### src/design/sram_pkg.sv
package sram_pkg;

  localparam int ADDR_W = 32;
  localparam int DATA_W = 32;
  localparam int STRB_W = 4;
  localparam int BYTE_W = DATA_W / STRB_W;

  localparam int MEM_WORDS_LOG2 = 10;
  localparam int MEM_WORDS = 1 << MEM_WORDS_LOG2;

  // Latency is LAT_MIN plus the low LAT_BITS of the LFSR.
  localparam int LAT_BITS = 4;
  localparam int LAT_MIN = 2;
  localparam int LAT_CNT_W = LAT_BITS + 1; // Holds up to LAT_MIN - 1 + 15.

  localparam logic [7:0] LFSR_SEED = 8'b1010_1010;

  localparam logic [1:0] RESP_OKAY = 2'b00;
  localparam logic [1:0] RESP_SLVERR = 2'b10;

  // One memory word, whole or per byte.
  typedef union packed {
    logic [DATA_W-1:0] word;
    logic [STRB_W-1:0][BYTE_W-1:0] bytes;
  } sram_word_t;

endpackage

### src/design/latency_lfsr.sv
`timescale 1ns/100ps

module latency_lfsr import sram_pkg::*; (
  input  logic       clk,
  input  logic       rstn,
  output logic [7:0] lat_rand
);

  logic feedback;

  // Taps for x^8 + x^6 + x^5 + x^4 + 1, maximal length.
  assign feedback = lat_rand[7] ^ lat_rand[5] ^ lat_rand[4] ^ lat_rand[3];

  always_ff @(posedge clk) begin
    if (rstn) begin
      lat_rand <= LFSR_SEED;
    end else begin
      lat_rand <= {lat_rand[6:0], feedback}; // Steps every cycle.
    end
  end

endmodule

### config.mk
export PLATFORM = sky130hd
export DESIGN_NAME = latency_lfsr
export DESIGN_NICKNAME = d
export VERILOG_FILES = /design/src/design/sram_pkg.sv /design/src/design/latency_lfsr.sv
export SDC_FILE = /design/constraint.sdc
export NUM_CORES = 1
export LEC_CHECK = 0
export BUFFER_PORTS_ARGS = -buffer_cell sky130_fd_sc_hd__buf_2
export CAP_MARGIN = 20
export CORE_AREA = 2 2 39 41
export DETAILED_ROUTE_END_ITERATION = 6
export DIE_AREA = 0 0 41 43
export SYNTH_ARGS = -nofsm -noshare
export SYNTH_HDL_FRONTEND = slang
export SYNTH_SLANG_ARGS = --single-unit
### constraint.sdc
create_clock -name clk -period 0.8 [get_ports clk]
set_input_delay 0 -clock clk [delete_from_list [all_inputs] [get_ports clk]]
set_output_delay 0 -clock clk [all_outputs]
set_load 0.02 [all_outputs]
# Yosys cells after proc, flatten, opt, wreduce, memory -nomap -nowiden
# Cells that the tools add are included.
[word_totals]
reg_bits = 8
[classes]
n_bitwise = 3
[ops]
columns = ["cell", "count"]
rows = [
  ["XOR 1 bit", 3],
]

# Logic depth before layout (Yosys ltp)
[logic_depth]
depth_word = 3
ltp_mapped = 3
ltp_nobuf = 3

# Least setup slack after synthesis
# Ideal clock, no wire load.
[synth_timing]
path_kind = "register to register"
start = "register lat_rand[5]"
end = "register lat_rand[0]"
slack_ps = -88
stages_incl_launch_ff = 4
n_path_buf = 0
synth_period_minus_slack_ps = 888
t_arrival_ps = 774
setup_time_ps = 115
cell_sequence = "dfxtp_1 > xnor2_1 > xnor2_1 > nor2_1"
[synth_via]
elab_chain_len = 3
[synth_lines]
columns = ["item", "line", "source"]
rows = [
  ["start, declared", "latency_lfsr.sv:6", "output logic [7:0] lat_rand"],
  ["start signal, assigned", "latency_lfsr.sv:18", "lat_rand <= {lat_rand[6:0], feedback};"],
  ["XOR 1 bit (3 in a row)", "latency_lfsr.sv:12", "assign feedback = lat_rand[7] ^ lat_rand[5] ^ lat_rand[4] ^ lat_rand[3];"],
]
# Every way passes these cells.
# A chain may end at the register's enable or synchronous reset.

# Worst setup path after layout
[layout_timing]
start = "register lat_rand[3]"
end = "output lat_rand[3]"
# No word-level cell between the ends.

==> run summary <==
Total length of routed wires: 468 um. In this run the cell area of the synthesized design comes to 234 sq um. The worst relative slew slack is 0.909. The final layout contains 38 nets.

The critical path is of the flop to output port type. The detailed placement HPWL was 306 um. Entering global routing, the biggest net connects 7 pins.

Counting every sink on the clock net gives 8. Starting utilization of the core area: 0.169. The logs give 0 for the number of DRC violations after detailed routing and 10 for the I/O pin count. Synthesis produced a netlist with a net count of 21. The run gives 5 as the count of unique library cells instantiated by Yosys.

The total number of vias was 178; the setup fix buffers added after clock tree synthesis was 0. Cell internal power was estimated by the tool at 0.707 mW. CTS placed an instance of sky130_fd_sc_hd__clkbuf_4 at the clock tree root. The power density over cell area is 2440 nW/um^2. The run gives 180 as the via count of the first global-routing pass. TritonCTS built the clock tree.

The tools report the number of failing hold endpoints at the final stage as 0. The tools report the number of pins with negative max-slew slack in the final report as 0. Number of detailed-route iterations in the first pass: 1. The port buffer count is 9. Measured along the y axis, the die boundary spans 43 um. For the final database, setup skew stands at 0.00196 ns. The tools report the maximum clock frequency as 1210 MHz. The number of antenna violations at the first check in global routing came out at 0. Filler-free cell count of the finished design: 50. The worst setup path is launched from a flop. A synthesized cell averages 12.3 sq um. From left edge to right edge, the die measures 41 um. The flow ran to the end, but the final reports show violations.

The share of layout cells above drive strength 1 was 0.676. Setup repair after global routing could not meet its margin everywhere. The leakage power figure was 0.174 nW. For the first-pass GRT wire length, the log shows 752 um. The region available for standard cell placement spans 1380 sq um. The run gives 0.684 as the sequential element share of the synthesized area.

The number of diodes was 0; the deepest clock path buffer count was 2. The peak supply drop is 848 uV, and the number of buffers inserted during clock tree synthesis is 3. The number of placed cells counting well taps is 45. The final weighted congestion in routability-driven placement is 0.557, and the flip-flop count of the largest register, all copies and words added is 8.

The data required time at the worst endpoint came out at 0.80 ns. The total setup violations reported at the end of the flow is 2, and the final worst-path cycle share is 1.03. After detailed routing, the number of vias per cell comes to 3.56.

Dividing the detail-routed wire length by the instance count gives 9.36 um. The max capacitance violation total was 0. Least setup slack across all paths after layout: -0.0250 ns. The area share of the leading cell type in the synthesized netlist is 0.684.

The tools report the worst-skew pair later-pin latency as 0.25 ns. For the switching component of the power, the log shows 0.244 mW. The type of destination of the critical path is an output port. The data arrival at the endpoint of the critical path came out at 0.82 ns. lat_rand holds more flip-flops than any other register.

The logs give 0 for the detailed router's first-iteration violation count and -0.0383 ns for the total negative slack. The largest registers in the layout are lat_rand x8. Area growth from synthesis to final layout: 66.3%. The total power consumption of the routed design was 0.950 mW. The final reports fail on negative setup slack. The class of the worst hold path was primary input to flop.

The clock group share of total power is 0.313. After technology mapping, the gate count stands at 19. The core utilization of the finished layout was 0.281. The biggest area contributor in the post-synthesis netlist is sky130_fd_sc_hd__dfxtp_1.

Floorplan die area: 1760 sq um. After synthesis, the cell types taking the most area are sky130_fd_sc_hd__dfxtp_1, sky130_fd_sc_hd__xnor2_1, sky130_fd_sc_hd__or2_2, sky130_fd_sc_hd__nor2b_1, sky130_fd_sc_hd__nor2_1. The shortest clock period the worst path allows after layout is 0.825 ns. Along the worst path, the maximum fanout reaches 2.

The sequential share of power came out at 0.490. The overall global routing resource usage is 0.0696, and the count of yosys warnings during synthesis is 0. The leftover overflow at the end of global routing came out at 0.

The fraction of power spent switching nets was 0.256. The synthesis-stage register bit count is 8. The run gives 1 as the H-tree depth. The actual slew at the worst max-slew pin came out at 0.136 ns. The run gives 0.196 as the relative contribution of combinational cells to total power. The clock edge transition at the registers on the reported setup and hold paths works out to 0.05 ns. Before CTS, the worst setup slack after placement is 0.000384 ns. The tools report the number of antenna-violating nets in the routed design as 0. The placement row count was 14.
[layout by cell type, fill, tap and decap left out, drive strengths merged]
cell type    count
buf             10
nor2             1
xnor2            3
dlygate4sd3      2
dfxtp            8
or2              4
clkbuf           3
nor2b            3
[path summary, 6_finish.rpt]
kind,startpoint,endpoint,slack [ns],cells past startpoint
worst max-delay path,lat_rand[3]$_SDFF_PP1_,lat_rand[3],-0.02,2
worst min-delay path,rstn,lat_rand[5]$_SDFF_PP1_,0.01,2
worst max register to register,lat_rand[3]$_SDFF_PP1_,lat_rand[0]$_SDFF_PP0_,-0.01,3
worst min register to register,lat_rand[6]$_SDFF_PP0_,lat_rand[7]$_SDFF_PP1_,0.44,1
[per-layer routing]
layer	GRT usage	wire (um)
met5	0	0
met4	0.0200	0
met3	0.0785	77
met2	0.0688	163
met1	0.0945	226
[cells by family (layout without fill, tap and decap cells)]
logic type,count (synthesis),after routing,synth area share
XOR/XNOR,3,3,0.112
AND/OR/NAND/NOR,8,8,0.203
flip-flops,8,8,0.684
buffers and inverters,0,15,0
[power by group through the flow]
stage,clock network (mW),registers (mW),logic [mW]
6_report,0.298,0.466,0.187
5_1_grt,0.341,0.470,0.201
4_1_cts,0.315,0.466,0.185
3_5_place_dp,0,0.472,0.166
3_3_place_gp,0,0.473,0.165
2_1_floorplan,0,0.522,0.0586
[per-stage QoR]
stage / hold WS (ns) / cell area (sq um)
2_1_floorplan: 0.0642 / 259
3_3_place_gp: 0.261 / 332
3_5_place_dp: 0.262 / 332
4_1_cts: 0.00540 / 384
5_1_grt: 0.0178 / 389
6_report: 0.0103 / 389
[cell usage after synthesis, drive strengths merged]
library cell,instances
dfxtp,8
xnor2,3
or2,4
nor2b,3
nor2,1
[worst max-delay path, cell delays in order, from the launching register on]
cell	delay (ns)
sky130_fd_sc_hd__dfxtp_4	0.35
sky130_fd_sc_hd__buf_6	0.11
sky130_fd_sc_hd__buf_6	0.12
[area by class of cell]
cell class              instances  area, sq um
fillers                       141          995
multi-input cells              11         88.8
well taps                      16         20.0
repair buffers                 12         87.6
flip-flops and latches          8          170
clock buffers                   3         22.5
[what timing repair did]
item	CTS	global route
resized for setup	3	2
pin swaps	3	2
hold endpoints to repair	2	0
setup endpoints to repair	2	4
hold buffers	2	0
No activity file was read; power rests on OpenSTA's default activity.
