==> config.mk <==
export PLATFORM = sky130hd
export DESIGN_NAME = axi_read_port_flat
export DESIGN_NICKNAME = d
export VERILOG_FILES = /design/src/design/sram_pkg.sv /design/src/design/axi_lite_if.sv /design/src/design/axi_read_port.sv /design/src/flat_wrapper.sv
export SDC_FILE = /design/constraint.sdc
export NUM_CORES = 1
export LEC_CHECK = 0
export ABC_CLOCK_PERIOD_IN_PS = 4100
export BUFFER_PORTS_ARGS = -buffer_cell sky130_fd_sc_hd__buf_2
export CELL_PAD_IN_SITES_DETAIL_PLACEMENT = 1
export CELL_PAD_IN_SITES_GLOBAL_PLACEMENT = 2
export CORE_AREA = 2 2 96 98
export CTS_BUF_LIST = sky130_fd_sc_hd__clkbuf_2
export DETAILED_ROUTE_END_ITERATION = 10
export DIE_AREA = 0 0 98 100
export GPL_TIMING_DRIVEN = 0
export PLACE_DENSITY_LB_ADDON = 0.1
export SYNTH_ARGS = -nofsm -noshare
export SYNTH_HDL_FRONTEND = slang
export SYNTH_SLANG_ARGS = --single-unit
==> constraint.sdc <==
create_clock -name clk -period 4.1 [get_ports clk]
set_input_delay 0.41 -clock clk [delete_from_list [all_inputs] [get_ports clk]]
set_output_delay 0.41 -clock clk [all_outputs]
set_load 0.01 [all_outputs]
==> src/design/sram_pkg.sv <==
package sram_pkg;

  localparam int ADDR_W = 32;
  localparam int DATA_W = 32;
  localparam int STRB_W = 4;
  localparam int BYTE_W = DATA_W / STRB_W;

  localparam int MEM_WORDS_LOG2 = 10;
  localparam int MEM_WORDS = 1 << MEM_WORDS_LOG2;

  // Latency is LAT_MIN plus the low LAT_BITS of the LFSR.
  localparam int LAT_BITS = 4;
  localparam int LAT_MIN = 2;
  localparam int LAT_CNT_W = LAT_BITS + 1; // Holds up to LAT_MIN - 1 + 15.

  localparam logic [7:0] LFSR_SEED = 8'b1010_1010;

  localparam logic [1:0] RESP_OKAY = 2'b00;
  localparam logic [1:0] RESP_SLVERR = 2'b10;

  // One memory word, whole or per byte.
  typedef union packed {
    logic [DATA_W-1:0] word;
    logic [STRB_W-1:0][BYTE_W-1:0] bytes;
  } sram_word_t;

endpackage

==> src/design/axi_lite_if.sv <==
`timescale 1ns/100ps

interface axi_r_if import sram_pkg::*; ();
  logic [ADDR_W-1:0] araddr;
  logic arvalid;
  logic arready;
  logic [DATA_W-1:0] rdata;
  logic [1:0] rresp;
  logic rvalid;
  logic rready;

  modport master (output araddr, arvalid, rready,
                  input  arready, rdata, rresp, rvalid);
  modport slave  (input  araddr, arvalid, rready,
                  output arready, rdata, rresp, rvalid);
endinterface


==> src/design/axi_read_port.sv <==
`timescale 1ns/100ps

module axi_read_port import sram_pkg::*; (
  input  logic                      clk,
  input  logic                      rstn,
  axi_r_if.slave                    rd,
  input  logic [7:0]                lat_rand,
  output logic                      mem_ren,
  output logic [MEM_WORDS_LOG2-1:0] mem_raddr,
  input  sram_word_t                mem_rdata
);

  logic busy;
  logic bad_addr;
  logic [LAT_CNT_W-1:0] cnt;
  logic ar_fire;
  logic r_fire;
  logic expire;

  assign ar_fire = rd.arvalid & rd.arready;
  assign r_fire = rd.rvalid & rd.rready;
  assign expire = busy & (cnt == '0);

  // One outstanding read.
  assign rd.arready = ~busy & ~rd.rvalid;

  // Array read one cycle ahead of R.
  assign mem_ren = busy & (cnt == LAT_CNT_W'(1)) & ~bad_addr;

  always_ff @(posedge clk) begin
    if (rstn) begin
      busy <= 1'b0;
      cnt <= '0;
      rd.rvalid <= 1'b0;
    end else begin
      if (ar_fire) begin
        busy <= 1'b1;
        cnt <= LAT_CNT_W'(LAT_MIN - 1) + LAT_CNT_W'(lat_rand[LAT_BITS-1:0]);
      end else if (expire) begin
        busy <= 1'b0;
      end else if (busy) begin
        cnt <= cnt - 1'b1;
      end

      if (expire) begin
        rd.rvalid <= 1'b1;
      end else if (r_fire) begin
        rd.rvalid <= 1'b0;
      end
    end
  end

  always_ff @(posedge clk) begin
    if (ar_fire) begin
      mem_raddr <= rd.araddr[MEM_WORDS_LOG2+1:2]; // Byte to word index.
      bad_addr <= |rd.araddr[ADDR_W-1:MEM_WORDS_LOG2+2];
    end
    // Held through back-pressure since nothing else loads it.
    if (expire) begin
      rd.rdata <= bad_addr ? '0 : mem_rdata.word;
      rd.rresp <= bad_addr ? RESP_SLVERR : RESP_OKAY;
    end
  end

endmodule

==> src/flat_wrapper.sv <==
// flat-port wrapper written by rule: the top's interface ports become plain ports
module axi_read_port_flat import sram_pkg::*;
  (clk, rstn, lat_rand, mem_ren, mem_raddr, mem_rdata, rd_araddr, rd_arvalid, rd_rready, rd_arready, rd_rdata, rd_rresp, rd_rvalid);
  axi_r_if rd_i ();
  input  logic clk;
  input  logic rstn;
  input  logic [7:0] lat_rand;
  output logic mem_ren;
  output logic [MEM_WORDS_LOG2-1:0] mem_raddr;
  input  sram_word_t mem_rdata;
  input wire logic [$bits(rd_i.araddr)-1:0] rd_araddr;
  input wire logic [$bits(rd_i.arvalid)-1:0] rd_arvalid;
  input wire logic [$bits(rd_i.rready)-1:0] rd_rready;
  output wire logic [$bits(rd_i.arready)-1:0] rd_arready;
  output wire logic [$bits(rd_i.rdata)-1:0] rd_rdata;
  output wire logic [$bits(rd_i.rresp)-1:0] rd_rresp;
  output wire logic [$bits(rd_i.rvalid)-1:0] rd_rvalid;
  assign rd_i.araddr = rd_araddr;
  assign rd_i.arvalid = rd_arvalid;
  assign rd_i.rready = rd_rready;
  assign rd_arready = rd_i.arready;
  assign rd_rdata = rd_i.rdata;
  assign rd_rresp = rd_i.rresp;
  assign rd_rvalid = rd_i.rvalid;
  axi_read_port u_core (.clk(clk), .rstn(rstn), .rd(rd_i), .lat_rand(lat_rand), .mem_ren(mem_ren), .mem_raddr(mem_raddr), .mem_rdata(mem_rdata));
endmodule
Word-level counts from Yosys, hierarchy flattened
Cells that the tools add are included.

Register bits: 52. Input port bits: 76. Output and inout bits: 47. Logic and storage cells: 34.

$add $sub $neg: 2. Equal/unequal tests: 2. Multiplexer cells: 8. Bitwise gates (word level): 9. Reductions and logical operators: 6.

Operator list (count): OR reduction 20 bit (1); 2-to-1 mux 5 bit (3); bitwise AND 1 bit (6); nonzero test 2 bit (3); adder 1 x 4 -> 5 bit (first input constant) (1); equality test 5 x 1 -> 1 bit (second input constant) (1); zero test 5 bit (1); subtractor 5 x 1 -> 5 bit (second input constant) (1); 2-to-1 mux 1 bit (4); inverter 1 bit (3); 2-to-1 mux 2 bit (1); inequality test 2 x 1 -> 1 bit (second input constant) (1); AND reduction 2 bit (1).

Depth between registers and ports, before layout
Depth after elaboration: 5. Mapped depth: 6. Mapped depth without buffers: 5.

Worst setup path before layout
No wires, ideal clock.

Path kind: register to register. Start: register u_core.cnt[0]. End: register u_core.rd.rvalid. Library setup time: 0.072 ns. Arrival: 4.335 ns. Required time: 4.028 ns. Path slack: -0.307 ns. Cell stages (with the launch flop): 6. Path buffers: 0. Period minus slack after synthesis: 4.407 ns. Path through: dfxtp_1 > inv_1 > ha_1 > nand2_1 > nor4_1 > o21ba_2.

Cells in the longest elaborated chain, start to end: 3. Elaborated cells between the ends (all ways): 4. Classes of those cells: mux (1); bitwise (1); reduce/logical (2).

RTL lines: from (decl) (line axi_read_port.sv:15) `logic [LAT_CNT_W-1:0] cnt;`; from (signal assigned) (line axi_read_port.sv:38) `cnt <= LAT_CNT_W'(LAT_MIN - 1) + LAT_CNT_W'(lat_rand[LAT_BITS-1:0]);`; from (signal assigned) (line axi_read_port.sv:42) `cnt <= cnt - 1'b1;`; zero test 5 bit * (line axi_read_port.sv:22) `assign expire = busy & (cnt == '0);`; bitwise AND 1 bit * (line axi_read_port.sv:22); via u_core.expire (line axi_read_port.sv:18) `logic expire;`; 2-to-1 mux 1 bit / nonzero test 2 bit (equally long branches); to (signal assigned) (line axi_read_port.sv:34) `rd.rvalid <= 1'b0;`; to (signal assigned) (line axi_read_port.sv:46) `rd.rvalid <= 1'b1;`; to (signal assigned) (line axi_read_port.sv:48) `rd.rvalid <= 1'b0;`; to (decl) (line axi_lite_if.sv:15) `output arready, rdata, rresp, rvalid);`.

Mark *: on every way through the listed nets, which the timed path passes. The rest lies on a longest branch. A chain may end at the register's enable or synchronous reset.

Final worst setup path
Start: register u_core.busy. End: output mem_ren.

Cells in the longest elaborated chain, start to end: 2.

RTL lines: from (decl) (line axi_read_port.sv:13) `logic busy;`; from (signal assigned) (line axi_read_port.sv:32) `busy <= 1'b0;`; from (signal assigned) (line axi_read_port.sv:37) `busy <= 1'b1;`; from (signal assigned) (line axi_read_port.sv:40) `busy <= 1'b0;`; bitwise AND 1 bit (2 in series) (line axi_read_port.sv:28) `assign mem_ren = busy & (cnt == LAT_CNT_W'(1)) & ~bad_addr;`; to (decl) (line flat_wrapper.sv:8) `output logic mem_ren;`.

No other way between the ends.

==> impl_results.md <==
* Outcome: finished, final reports clean
* Max VDD drop at 0.111 mV
* Final Hold Viols at 0
* Later-pin clock latency in the skew report at between 400 and 500 ps
* Area growth from synthesis to layout at 38.3%
* DR iter-0 viols at 32
* CTS tree: done
* Synthesized Nets at ~220
* Most area-consuming cells after synthesis: edfxtp_1 (64%), nor2b_1 (10%), dfxtp_1 (6.8%), nor4_1 (2.1%), ha_1 (1.8%)
* Proportion of synthesized area in mux cells at 0.00484
* Area of the multi-input gates at 573 um^2
* Total power draw at ~1 mW
* Gr usage total at 0.103
* H-tree levels at 2
* Sw Share at 0.276
* CTS Sinks at 51
* Diodes inserted at 0
* Wire per inst at ~13 um
* DP Area at between 2000 and 3000 um^2
* Storage cell area at 1460 um^2
* Number of library cell types mapped by synthesis at 35
* Leakage at between 1 and 1.5 nW
* Adder-Cell Fraction of Synth Area at 0.0181
* Rows at 35
* Hpwl dp at approximately 4000 um
* Count of buffers from port buffering at 115
* RSZ-0062 raised after global routing: no
* Io pins at 123
* # setup viols final at 0
* DR pass1 iterations at 4
* CP startpoint kind: flop
* Hold Buf Count CTS at 0
* DRC Markers at 0
* Area leader, netlist: edfxtp_1
* CP max stage delay at 470 ps
* Area of the core at between 8000 and 9000 um^2
* CP Cell Sequence: clkbuf_1 -> nand2_1 -> nor4b_1 -> buf_2
* Remaining antenna violation count at 0
* Minimum clock period at 2240 ps
* Nets@finish at 347
* Post-synthesis compound-gate area fraction at 0.0417
* Inserted Clock Buffers at 5
* Switching power at approximately 0.28 mW
* Syn_area_per_cell at 14.4 um^2
* PD cells at 357 nW/um^2
* CTS root buffer: clkbuf_2
* Number of synthesized flops with an enable pin at 44
* WP data required at 3690 ps
* Slew headroom at 0.600
* Die area at 9800 um^2
* Yosys reg bits at slightly above 50
* Max-Cap Viols at 0
* First-pass GRT wire length at between 8000 and 9000 um
* DIE HEIGHT at 100 um
* WP data arrival at about 1800 ps
* Synth async-reset ratio at 0
* Final max-slew violation count at 0
* Int Pwr at 0.740 mW
* Critical Path End Type: output port
* Post-CTS Setup Repair Bufs at 0
* Yosys warnings at 0
* Clk_skew at 13.0 ps
* Slowest-stage cell, CP: dfxtp_1
* CTS Buffer Depth at 2
* Vias per Instance at 4.19
* CP Class: flop to output port
* Share of layout cells above drive strength 1 at 0.483
* Cell count after synthesis at 144
* Tcrit/Tclk final at 0.546
* Measured slew at the worst slew-check pin at 595 ps
* Combinational share of power at 0.188
* Design area at 2860 um^2
* Clock Power Share at 0.192
* Post-synthesis sequential area ratio at 0.707
* Hold/Removal Path Class: input port to flop
* Setup_tns at 0 ps
* Cts repair resizes at 0
* Antenna violations before repair at 0
* Routability congestion estimate at 0.694
* Commonest non-fill, non-tap cell in the layout: buf_2
* Top cell type's share of synthesized area at 0.639
* Die W at between 90 and 100 um
* CP max FO at 10
* Largest family of logic cells by synthesized area: simple AND/OR/NAND/NOR gates
* Buf/Inv on CP at 2
* Commonest non-fill, non-tap cells in the layout: buf_2 (115), edfxtp_1 (44), nor2b_1 (33)
* Fin util at 0.322
* Prevailing post-synth register cell: edfxtp_1
* Crit path max-delay family: buffers and inverters
* Final hold slack at approximately 150 ps
* FMAX at 446 MHz
* DR vias at between 1,500 and 2,000
* Largest net degree at the start of global routing at 17
* Layout fillers at slightly above 1,000
* Clock transition at the registers of the reported paths at 260 ps
* GRT overflow at 0
* Simple-Gate Fraction of Synth Area at 0.199
* Sequential group share of total power at 0.620
* Vias in the first global route at 1,584
* Cell Area, Synth at 2070 um^2
* XOR/XNOR Fraction of Synth Area at 0.00423
* DRT Wirelength at 5080 um
* Initial core utilization at 0.233
[power by group through the flow]
| stage | Combinational (mW) | Clock (mW) | Sequential, mW |
|---|---|---|---|
| CTS | 0.197 | 0.214 | 0.635 |
| global placement | 0.190 | 0 | 0.648 |
| detailed placement | 0.196 | 0 | 0.646 |
| floorplan | 0.0801 | 0 | 0.663 |
| finish | 0.192 | 0.197 | 0.634 |
| global route | 0.213 | 0.233 | 0.640 |
[metal layers]
layer | global-route usage | wire length [um] | vias up | share of wire
met3 | 0.0286 | 376 | 6 | 0.074
li1 | - | - | 776 | -
met5 | 0 | 0 | - | 0
met1 | 0.141 | 2310 | 736 | 0.46
met4 | 0.0321 | 64 | 0 | 0.013
met2 | 0.160 | 2320 | 73 | 0.46
[worst paths after layout]
check                     start             endpoint  slack [ps]  cells past startpoint
hold / removal     rd_araddr[8]  u_core.mem_raddr[6]         150                      1
setup / recovery    u_core.busy              mem_ren        1860                      4
setup reg to reg  u_core.cnt[0]        u_core.cnt[0]        2240                      6
hold reg to reg   u_core.cnt[4]        u_core.cnt[4]         610                      2
[flip-flops by register name (all words and copies together), names as in the netlist]
| name | count |
|---|---|
| u_core.rd.rvalid | 1 |
| u_core.cnt | 5 |
| u_core.busy | 1 |
| u_core.rd.rdata | 32 |
| u_core.bad_addr | 1 |
| u_core.mem_raddr | 10 |
| u_core.rd.rresp | 1 |
[worst register-to-register path, cell delays in order, from the launching register on]
cell     delay (ps)
dfxtp_1         420
inv_1           110
ha_1            180
or4b_4          460
buf_6           150
and3_1          150
or3_1           330
[logic make-up (layout without fill, tap and decap cells)]
logic type,count (synthesis),after routing
multiplexers,1,1
AO/OA/AOI/OAI,10,10
flip-flops,51,51
adder cells (fa/ha/maj),3,3
AND/OR/NAND/NOR,67,67
buffers and inverters,10,135
XOR/XNOR,1,1
other,1,1
[layout make-up]
class                   instances  area share
multi-input cells              83       0.200
well taps                     111      0.0486
clock buffers                   5     0.00875
flip-flops and latches         51       0.511
plain buffers                   7      0.0131
inverters                       3     0.00394
repair buffers                117       0.209
clock inverters                 3     0.00525
[Yosys cell counts (all sizes together), types with 2 or more instances]
cell type / count
nor2: 6
nor2b: 33
or3: 2
a21oi: 2
nor4: 7
nand3: 4
ha: 3
nand2: 3
inv: 3
nand3b: 2
and3: 2
buf: 2
clkbuf: 5
dfxtp: 7
edfxtp: 44
nor4b: 2
[through the flow]
stage | std cells | worst slack, ps
2_1_floorplan | 144 | 1140
3_3_place_gp | 370 | -34.0
3_5_place_dp | 372 | 2210
4_1_cts | 380 | 1780
5_1_grt | 380 | 1640
6_report | 380 | 1860
(Power assumes the default switching activity.)
