**config.mk**
```make
export PLATFORM = sky130hd
export DESIGN_NAME = axi_write_port_flat
export DESIGN_NICKNAME = d
export VERILOG_FILES = /design/src/design/sram_pkg.sv /design/src/design/axi_lite_if.sv /design/src/design/axi_write_port.sv /design/src/flat_wrapper.sv
export SDC_FILE = /design/constraint.sdc
export NUM_CORES = 1
export LEC_CHECK = 0
export BUFFER_PORTS_ARGS = -buffer_cell sky130_fd_sc_hd__buf_4
export CORE_MARGIN = 4
export CORE_UTILIZATION = 35
export DETAILED_ROUTE_END_ITERATION = 8
export GPL_TIMING_DRIVEN = 0
export PLACE_DENSITY = 0.69
export RECOVER_POWER = 25
export SLEW_MARGIN = 20
export SYNTH_ARGS = -nofsm -noshare
export SYNTH_HDL_FRONTEND = slang
export SYNTH_SLANG_ARGS = --single-unit
```
**constraint.sdc**
```tcl
create_clock -name clk -period 5.66 [get_ports clk]
set_input_delay 0.849 -clock clk [delete_from_list [all_inputs] [get_ports clk]]
set_output_delay 0.849 -clock clk [all_outputs]
set_load 0.05 [all_outputs]
```
**src/design/sram_pkg.sv**
```systemverilog
package sram_pkg;

  localparam int ADDR_W = 32;
  localparam int DATA_W = 32;
  localparam int STRB_W = 4;
  localparam int BYTE_W = DATA_W / STRB_W;

  localparam int MEM_WORDS_LOG2 = 10;
  localparam int MEM_WORDS = 1 << MEM_WORDS_LOG2;

  // Latency is LAT_MIN plus the low LAT_BITS of the LFSR.
  localparam int LAT_BITS = 4;
  localparam int LAT_MIN = 2;
  localparam int LAT_CNT_W = LAT_BITS + 1; // Holds up to LAT_MIN - 1 + 15.

  localparam logic [7:0] LFSR_SEED = 8'b1010_1010;

  localparam logic [1:0] RESP_OKAY = 2'b00;
  localparam logic [1:0] RESP_SLVERR = 2'b10;

  // One memory word, whole or per byte.
  typedef union packed {
    logic [DATA_W-1:0] word;
    logic [STRB_W-1:0][BYTE_W-1:0] bytes;
  } sram_word_t;

endpackage

```
**src/design/axi_lite_if.sv**
```systemverilog


interface axi_w_if import sram_pkg::*; ();
  logic [ADDR_W-1:0] awaddr;
  logic awvalid;
  logic awready;
  logic [DATA_W-1:0] wdata;
  logic [STRB_W-1:0] wstrb;
  logic wvalid;
  logic wready;
  logic [1:0] bresp;
  logic bvalid;
  logic bready;

  modport master (output awaddr, awvalid, wdata, wstrb, wvalid, bready,
                  input  awready, wready, bresp, bvalid);
  modport slave  (input  awaddr, awvalid, wdata, wstrb, wvalid, bready,
                  output awready, wready, bresp, bvalid);
endinterface

```
**src/design/axi_write_port.sv**
```systemverilog
`timescale 1ns/100ps

module axi_write_port import sram_pkg::*; (
  input  logic                      clk,
  input  logic                      rstn,
  axi_w_if.slave                    wr,
  input  logic [7:0]                lat_rand,
  output logic                      mem_wen,
  output logic [MEM_WORDS_LOG2-1:0] mem_waddr,
  output sram_word_t                mem_wdata,
  output logic [STRB_W-1:0]         mem_wstrb
);

  logic aw_held;
  logic w_held;
  logic busy;
  logic bad_addr;
  logic [LAT_CNT_W-1:0] cnt;
  logic aw_fire;
  logic w_fire;
  logic b_fire;
  logic start;
  logic expire;

  assign aw_fire = wr.awvalid & wr.awready;
  assign w_fire = wr.wvalid & wr.wready;
  assign b_fire = wr.bvalid & wr.bready;

  // Each channel closes after its own transfer until B completes.
  assign wr.awready = ~aw_held;
  assign wr.wready = ~w_held;

  // Second half of the pair arrives, or both at once.
  assign start = (aw_fire & (w_fire | w_held)) | (w_fire & aw_held);
  assign expire = busy & (cnt == '0);

  assign mem_wen = expire & ~bad_addr; // Same edge as bvalid.

  always_ff @(posedge clk) begin
    if (rstn) begin
      aw_held <= 1'b0;
      w_held <= 1'b0;
      busy <= 1'b0;
      cnt <= '0;
      wr.bvalid <= 1'b0;
    end else begin
      if (aw_fire) begin
        aw_held <= 1'b1;
      end else if (b_fire) begin
        aw_held <= 1'b0;
      end

      if (w_fire) begin
        w_held <= 1'b1;
      end else if (b_fire) begin
        w_held <= 1'b0;
      end

      if (start) begin
        busy <= 1'b1;
        cnt <= LAT_CNT_W'(LAT_MIN - 1) + LAT_CNT_W'(lat_rand[LAT_BITS-1:0]);
      end else if (expire) begin
        busy <= 1'b0;
      end else if (busy) begin
        cnt <= cnt - 1'b1;
      end

      if (expire) begin
        wr.bvalid <= 1'b1;
      end else if (b_fire) begin
        wr.bvalid <= 1'b0;
      end
    end
  end

  always_ff @(posedge clk) begin
    if (aw_fire) begin
      mem_waddr <= wr.awaddr[MEM_WORDS_LOG2+1:2];
      bad_addr <= |wr.awaddr[ADDR_W-1:MEM_WORDS_LOG2+2];
    end
    if (w_fire) begin
      mem_wdata.word <= wr.wdata;
      mem_wstrb <= wr.wstrb;
    end
    if (expire) begin
      wr.bresp <= bad_addr ? RESP_SLVERR : RESP_OKAY;
    end
  end

endmodule

```
**src/flat_wrapper.sv**
```systemverilog
// flat-port wrapper written by rule: the top's interface ports become plain ports
module axi_write_port_flat import sram_pkg::*;
  (clk, rstn, lat_rand, mem_wen, mem_waddr, mem_wdata, mem_wstrb, wr_awaddr, wr_awvalid, wr_wdata, wr_wstrb, wr_wvalid, wr_bready, wr_awready, wr_wready, wr_bresp, wr_bvalid);
  axi_w_if wr_i ();
  input  logic clk;
  input  logic rstn;
  input  logic [7:0] lat_rand;
  output logic mem_wen;
  output logic [MEM_WORDS_LOG2-1:0] mem_waddr;
  output sram_word_t mem_wdata;
  output logic [STRB_W-1:0] mem_wstrb;
  input wire logic [$bits(wr_i.awaddr)-1:0] wr_awaddr;
  input wire logic [$bits(wr_i.awvalid)-1:0] wr_awvalid;
  input wire logic [$bits(wr_i.wdata)-1:0] wr_wdata;
  input wire logic [$bits(wr_i.wstrb)-1:0] wr_wstrb;
  input wire logic [$bits(wr_i.wvalid)-1:0] wr_wvalid;
  input wire logic [$bits(wr_i.bready)-1:0] wr_bready;
  output wire logic [$bits(wr_i.awready)-1:0] wr_awready;
  output wire logic [$bits(wr_i.wready)-1:0] wr_wready;
  output wire logic [$bits(wr_i.bresp)-1:0] wr_bresp;
  output wire logic [$bits(wr_i.bvalid)-1:0] wr_bvalid;
  assign wr_i.awaddr = wr_awaddr;
  assign wr_i.awvalid = wr_awvalid;
  assign wr_i.wdata = wr_wdata;
  assign wr_i.wstrb = wr_wstrb;
  assign wr_i.wvalid = wr_wvalid;
  assign wr_i.bready = wr_bready;
  assign wr_awready = wr_i.awready;
  assign wr_wready = wr_i.wready;
  assign wr_bresp = wr_i.bresp;
  assign wr_bvalid = wr_i.bvalid;
  axi_write_port u_core (.clk(clk), .rstn(rstn), .wr(wr_i), .lat_rand(lat_rand), .mem_wen(mem_wen), .mem_waddr(mem_waddr), .mem_wdata(mem_wdata), .mem_wstrb(mem_wstrb));
endmodule
```
; Yosys cells after proc, flatten, opt, wreduce, memory -nomap -nowiden
; Cells that the tools add are included.
[classes]
n_reduce_logical = 8
n_eq_ne = 1
mul = 0
add_sub_neg = 2
div = 0
shift = 0
magnitude_cmp = 0
bitwise = 12
n_mux = 10
[ops]
columns = op, count
row1 = 20-bit OR reduction, 1
row2 = 5-bit 2-to-1 mux, 3
row3 = 2-bit nonzero test, 5
row4 = 1-bit bitwise AND, 7
row5 = 1-bit 2-to-1 mux, 6
row6 = "1-bit by 4-bit adder with 5-bit output, first input constant", 1
row7 = 5-bit logical NOT, 1
row8 = "5-bit by 1-bit subtractor with 5-bit output, second input constant", 1
row9 = 1-bit NOT, 3
row10 = 2-bit 2-to-1 mux, 1
row11 = "2-bit by 1-bit != test with 1-bit output, second input constant", 1
row12 = 1-bit bitwise OR, 2
row13 = 2-bit AND reduction, 1
[word_totals]
rom_bits = 0
elab_cells = 43
regBits = 58
inputBits = 81
mem_bits_rw = 0
latchBits = 0
mem_count = 0

; Depth between registers and ports, before layout
[logic_depth]
ltp_word = 7
depth_mapped = 6
ltp_nobuf = 6

; Least setup slack after synthesis
; OpenSTA, ideal clock, no wires.
[synth_timing]
kind = input-to-reg
from = input port wr_wvalid
to = register u_core.mem_wdata[0] in the netlist's numbering (enable)
required_time_ns = 5.227
path_buffers = 0
cell_stages = 1
path_slack_ns = 2.759
arrival_time_ns = 2.467
setup_time_ns = 0.433
path_cell_list = nor2b_1
[synth_between]
elab_chain_len = 1
[synth_lines]
columns = item, line_no
row1 = start: declaration, flat_wrapper.sv:16  ; input wire logic [$bits(wr_i.wvalid)-1:0] wr_wvalid;
row2 = 1-bit bitwise AND, axi_write_port.sv:26  ; assign w_fire = wr.wvalid & wr.wready;
row3 = end: declaration, axi_write_port.sv:10  ; output sram_word_t mem_wdata,
; No other way between the ends.
; A chain may end at the register's enable or synchronous reset.

; Worst setup path after layout
[layout_timing]
from = register u_core.cnt[0]
to = output port mem_wen
[layout_between]
elab_chain_len = 3
[layout_lines]
columns = item, line_no
row1 = start: declaration, axi_write_port.sv:18  ; logic [LAT_CNT_W-1:0] cnt;
row2 = start signal: assignment, axi_write_port.sv:61  ; cnt <= LAT_CNT_W'(LAT_MIN - 1) + LAT_CNT_W'(lat_rand[LAT_BITS-1:0]);
row3 = start signal: assignment, axi_write_port.sv:65  ; cnt <= cnt - 1'b1;
row4 = 5-bit logical NOT, axi_write_port.sv:35  ; assign expire = busy & (cnt == '0);
row5 = 1-bit bitwise AND, axi_write_port.sv:35
row6 = 1-bit bitwise AND, axi_write_port.sv:37  ; assign mem_wen = expire & ~bad_addr;
row7 = end: declaration, flat_wrapper.sv:8  ; output logic mem_wen;
; No other way between the ends.

==> results.txt <==
Run status: finished, final reports clean
Final Critical Period: 2.75 ns
Post-synthesis area per instance: 17.6 sq um
Final RePlAce weighted congestion: 0.733
Cell chosen for the clock root: clkbuf_8
Fraction of the yosys area taken by sequential cells: 0.822
Number of buffers inserted by port buffering: 124
Setup fix buffers added after clock tree synthesis: 0
Number of clock buffers inserted by TritonCTS: 9
Xor and xnor area share after synthesis: 0.0178
Kind of path behind the tightest hold check: flop to flop
Overall routed net length: 4.33 mm
Global-route total usage across every layer: 0.130
Latest clock arrival within the worst-skew pair: 0.32 ns
Compound-gate portion of the synthesized area: 0.0590
Count of final max-slew check failures: 0
Ratio of cells with drive above 1 in the final layout: 0.573
Cell area after layout: 3210 sq um
Hold Worst Slack: 0.468 ns
Leakage dissipation: 1.36 nW
Worst flop-to-flop path startpoint: u_core.aw_held
Critical path start-end classification: flop to primary output
PwrDens: 321 nW/um^2
Main combinational cell family by area after synthesis: simple AND/OR/NAND/NOR gates
Area enclosed by the die boundary: 6900 sq um
Cell area reported after detailed placement: 3030 sq um
Top-level I/O count: 133
Via density: 4.34
Type of destination of the critical path: primary output
Beginning of the critical path: u_core.cnt[0]
Average routed wire per standard cell: 13.3 microns
CTS tree: done
Mapped Area: 1970 sq um
Residual overflow from global routing: 0
Endpoints failing setup: 0
Floorplan core area: 5470 sq um
FF-to-FF setup slack: 4.01 ns
Clock sink count: 57
Layout net count: 331
RSZ-0062 raised after global routing: no
HPWL reported at the end of detailed placement: 3.50 mm
Detailed router's first-iteration violation count: 47
Setup TNS after final layout: 0 ns
Cell Count, Final, Fillers Out: 325
Count of inserted antenna diode cells: 0
Worst Reg2Reg Path Length in Cells: 4
Filler cell count: 465
Hold-fix buffers at CTS: 0
Arrival time reported for the critical path endpoint: 1.90 ns
Clk pin slew, worst setup/hold paths: 0.06 ns
Clock buffer depth: 2
Worst vdd ir: 0.125 mV
Largest fanout on the critical path: 4
Slew headroom: 0.379
Fmax achieved: 364 MHz
Initial Utilization: 0.360
Startpoint Class: flop
Synth Area in Simple Gates: 0.0711
Number of enable flip-flop cells after synthesis: 48
DR vias: 1,412
Critical path endpoint: mem_wen
Adder-cell share of the synthesized area: 0.0127
Antenna violations before repair: 0
Storage cell area: 1620 sq um
Count of yosys warnings during synthesis: 0
Placement Rows: 27
Mux share of post-synthesis cell area: 0
Final hold violation count: 0
Wire length of the first global-routing pass: 6.87 mm
First-pass iteration count of the detailed router: 4
Number of gates resized after CTS: 0
Post-route antenna net violation count: 0
Top flip-flop cell by instance count after synthesis: edfxtp_1
Post-route DRC violation count: 0
Syn_nets: 195
Number of max-cap violations: 0
Vias in the first global route: 1,427
Total instance count after detailed placement: 309
Cell count after synthesis: 112
Worst clock skew on the final layout: 0.00519 ns
Depth of the worst hold-timing path: 0
R2r endpoint: u_core.cnt[4]
Die outline width: 83.1 microns
Pin count of the biggest net entering global routing: 20
Layout Area Growth over Synthesis: 63.0%
Number of register bits inferred by synthesis: 57
Endpoint required time on the critical path: 4.81 ns
Worst slew pin tran: 0.929 ns
Die boundary height: 83.1 microns
Area used by multi-input combinational logic: 328 sq um
Async set-or-reset flop fraction in the synthesized netlist: 0
Post-synth cell types: 28
Number of levels the H-tree was split into: 3
Crit share post-route: 0.486
-- power by group --
group	leakage (nW)	total (mW)	internal (mW)	switching, mW
registers	0.528	0.497	0.485	0.0118
clock network	0.0998	0.347	0.201	0.146
logic	0.729	0.189	0.0747	0.114
-- cells in the mapped netlist, drive strengths merged (2+ instances only) --
| cell type | instances | area (sq um) |
|---|---|---|
| edfxtp | 48 | 1440 |
| nand3 | 3 | 15.0 |
| dfxtp | 9 | 180 |
| nor4 | 5 | 31.3 |
| nor2 | 5 | 18.8 |
| inv | 5 | 18.8 |
| a311oi | 2 | 17.5 |
| nor2b | 2 | 12.5 |
| ha | 2 | 25.0 |
| xnor2 | 3 | 26.3 |
| nor3 | 2 | 10.0 |
| a21oi | 6 | 33.8 |
| nand2 | 3 | 11.3 |
| a211oi | 4 | 30.0 |
-- stage by stage --
step / utilization / power [mW] / setup slack, ns
detailed placement: 0.553 / 0.698 / 3.25
finish: 0.587 / 1.03 / 2.91
global route: 0.587 / 1.09 / 2.81
CTS: 0.587 / 1.05 / 2.89
floorplan: - / 0.615 / 2.76
global placement: 0.547 / 0.693 / 2.03
-- how the worst min path moves through the flow --
stage                    startpoint                 end  slack, ns
global route        u_core.bad_addr  u_core.wr.bresp[1]       0.49
floorplan           u_core.bad_addr  u_core.wr.bresp[1]       0.43
detailed placement  u_core.bad_addr  u_core.wr.bresp[1]       0.45
CTS                 u_core.bad_addr  u_core.wr.bresp[1]       0.47
global placement    u_core.bad_addr  u_core.wr.bresp[1]       0.44
finish              u_core.bad_addr  u_core.wr.bresp[1]       0.47
-- worst max-delay path: stages (launching register included) --
cell and delay, ns:
dfxtp_1 0.31, inv_1 0.08, ha_1 0.16, nand2_1 0.09, or4_2 0.62, nor2_1 0.12, buf_4 0.21
-- cell type report --
type	instances	area share
inverter	5	0.00584
clock inverter	6	0.0183
tap	72	0.0280
timing repair buffer	125	0.298
buffer	2	0.00350
sequential	57	0.504
clock buffer	10	0.0397
multi-input combinational	48	0.102
-- metal layers --
layer,GRT usage,part of all wire,up-vias
li1,-,-,704
met3,0.0675,0.095,8
met2,0.210,0.50,82
met4,0.0743,0.022,0
met5,0,0,-
met1,0.136,0.38,618
-- cell families (layout without fill, tap and decap cells) --
kind of cell / Yosys count / after routing
AO/OA/AOI/OAI: 16 / 16
AND/OR/NAND/NOR: 25 / 25
XOR/XNOR: 4 / 4
buffers and inverters: 7 / 148
flip-flops: 57 / 57
adder cells (fa/ha/maj): 2 / 2
other: 1 / 1
-- cells in the final DEF, fill, tap and decap left out, drive strengths merged, types with 2 or more instances in the layout --
cell / n
dfxtp: 9
xnor2: 3
a211oi: 4
nor4: 5
buf: 88
clkinv: 5
nand3: 3
a311oi: 2
edfxtp: 48
inv: 5
a21oi: 6
clkbuf: 49
nor2: 5
nor2b: 2
ha: 2
nand2: 3
nor3: 2
-- sequential cells by signal, summed over array words and instances, names as in the netlist --
signal	count
u_core.mem_waddr	10
u_core.cnt	5
u_core.wr.bresp	1
u_core.mem_wdata	32
u_core.wr.bvalid	1
u_core.aw_held	1
u_core.mem_wstrb	4
u_core.bad_addr	1
u_core.busy	1
u_core.w_held	1
Power figures use the tool's default switching activity.
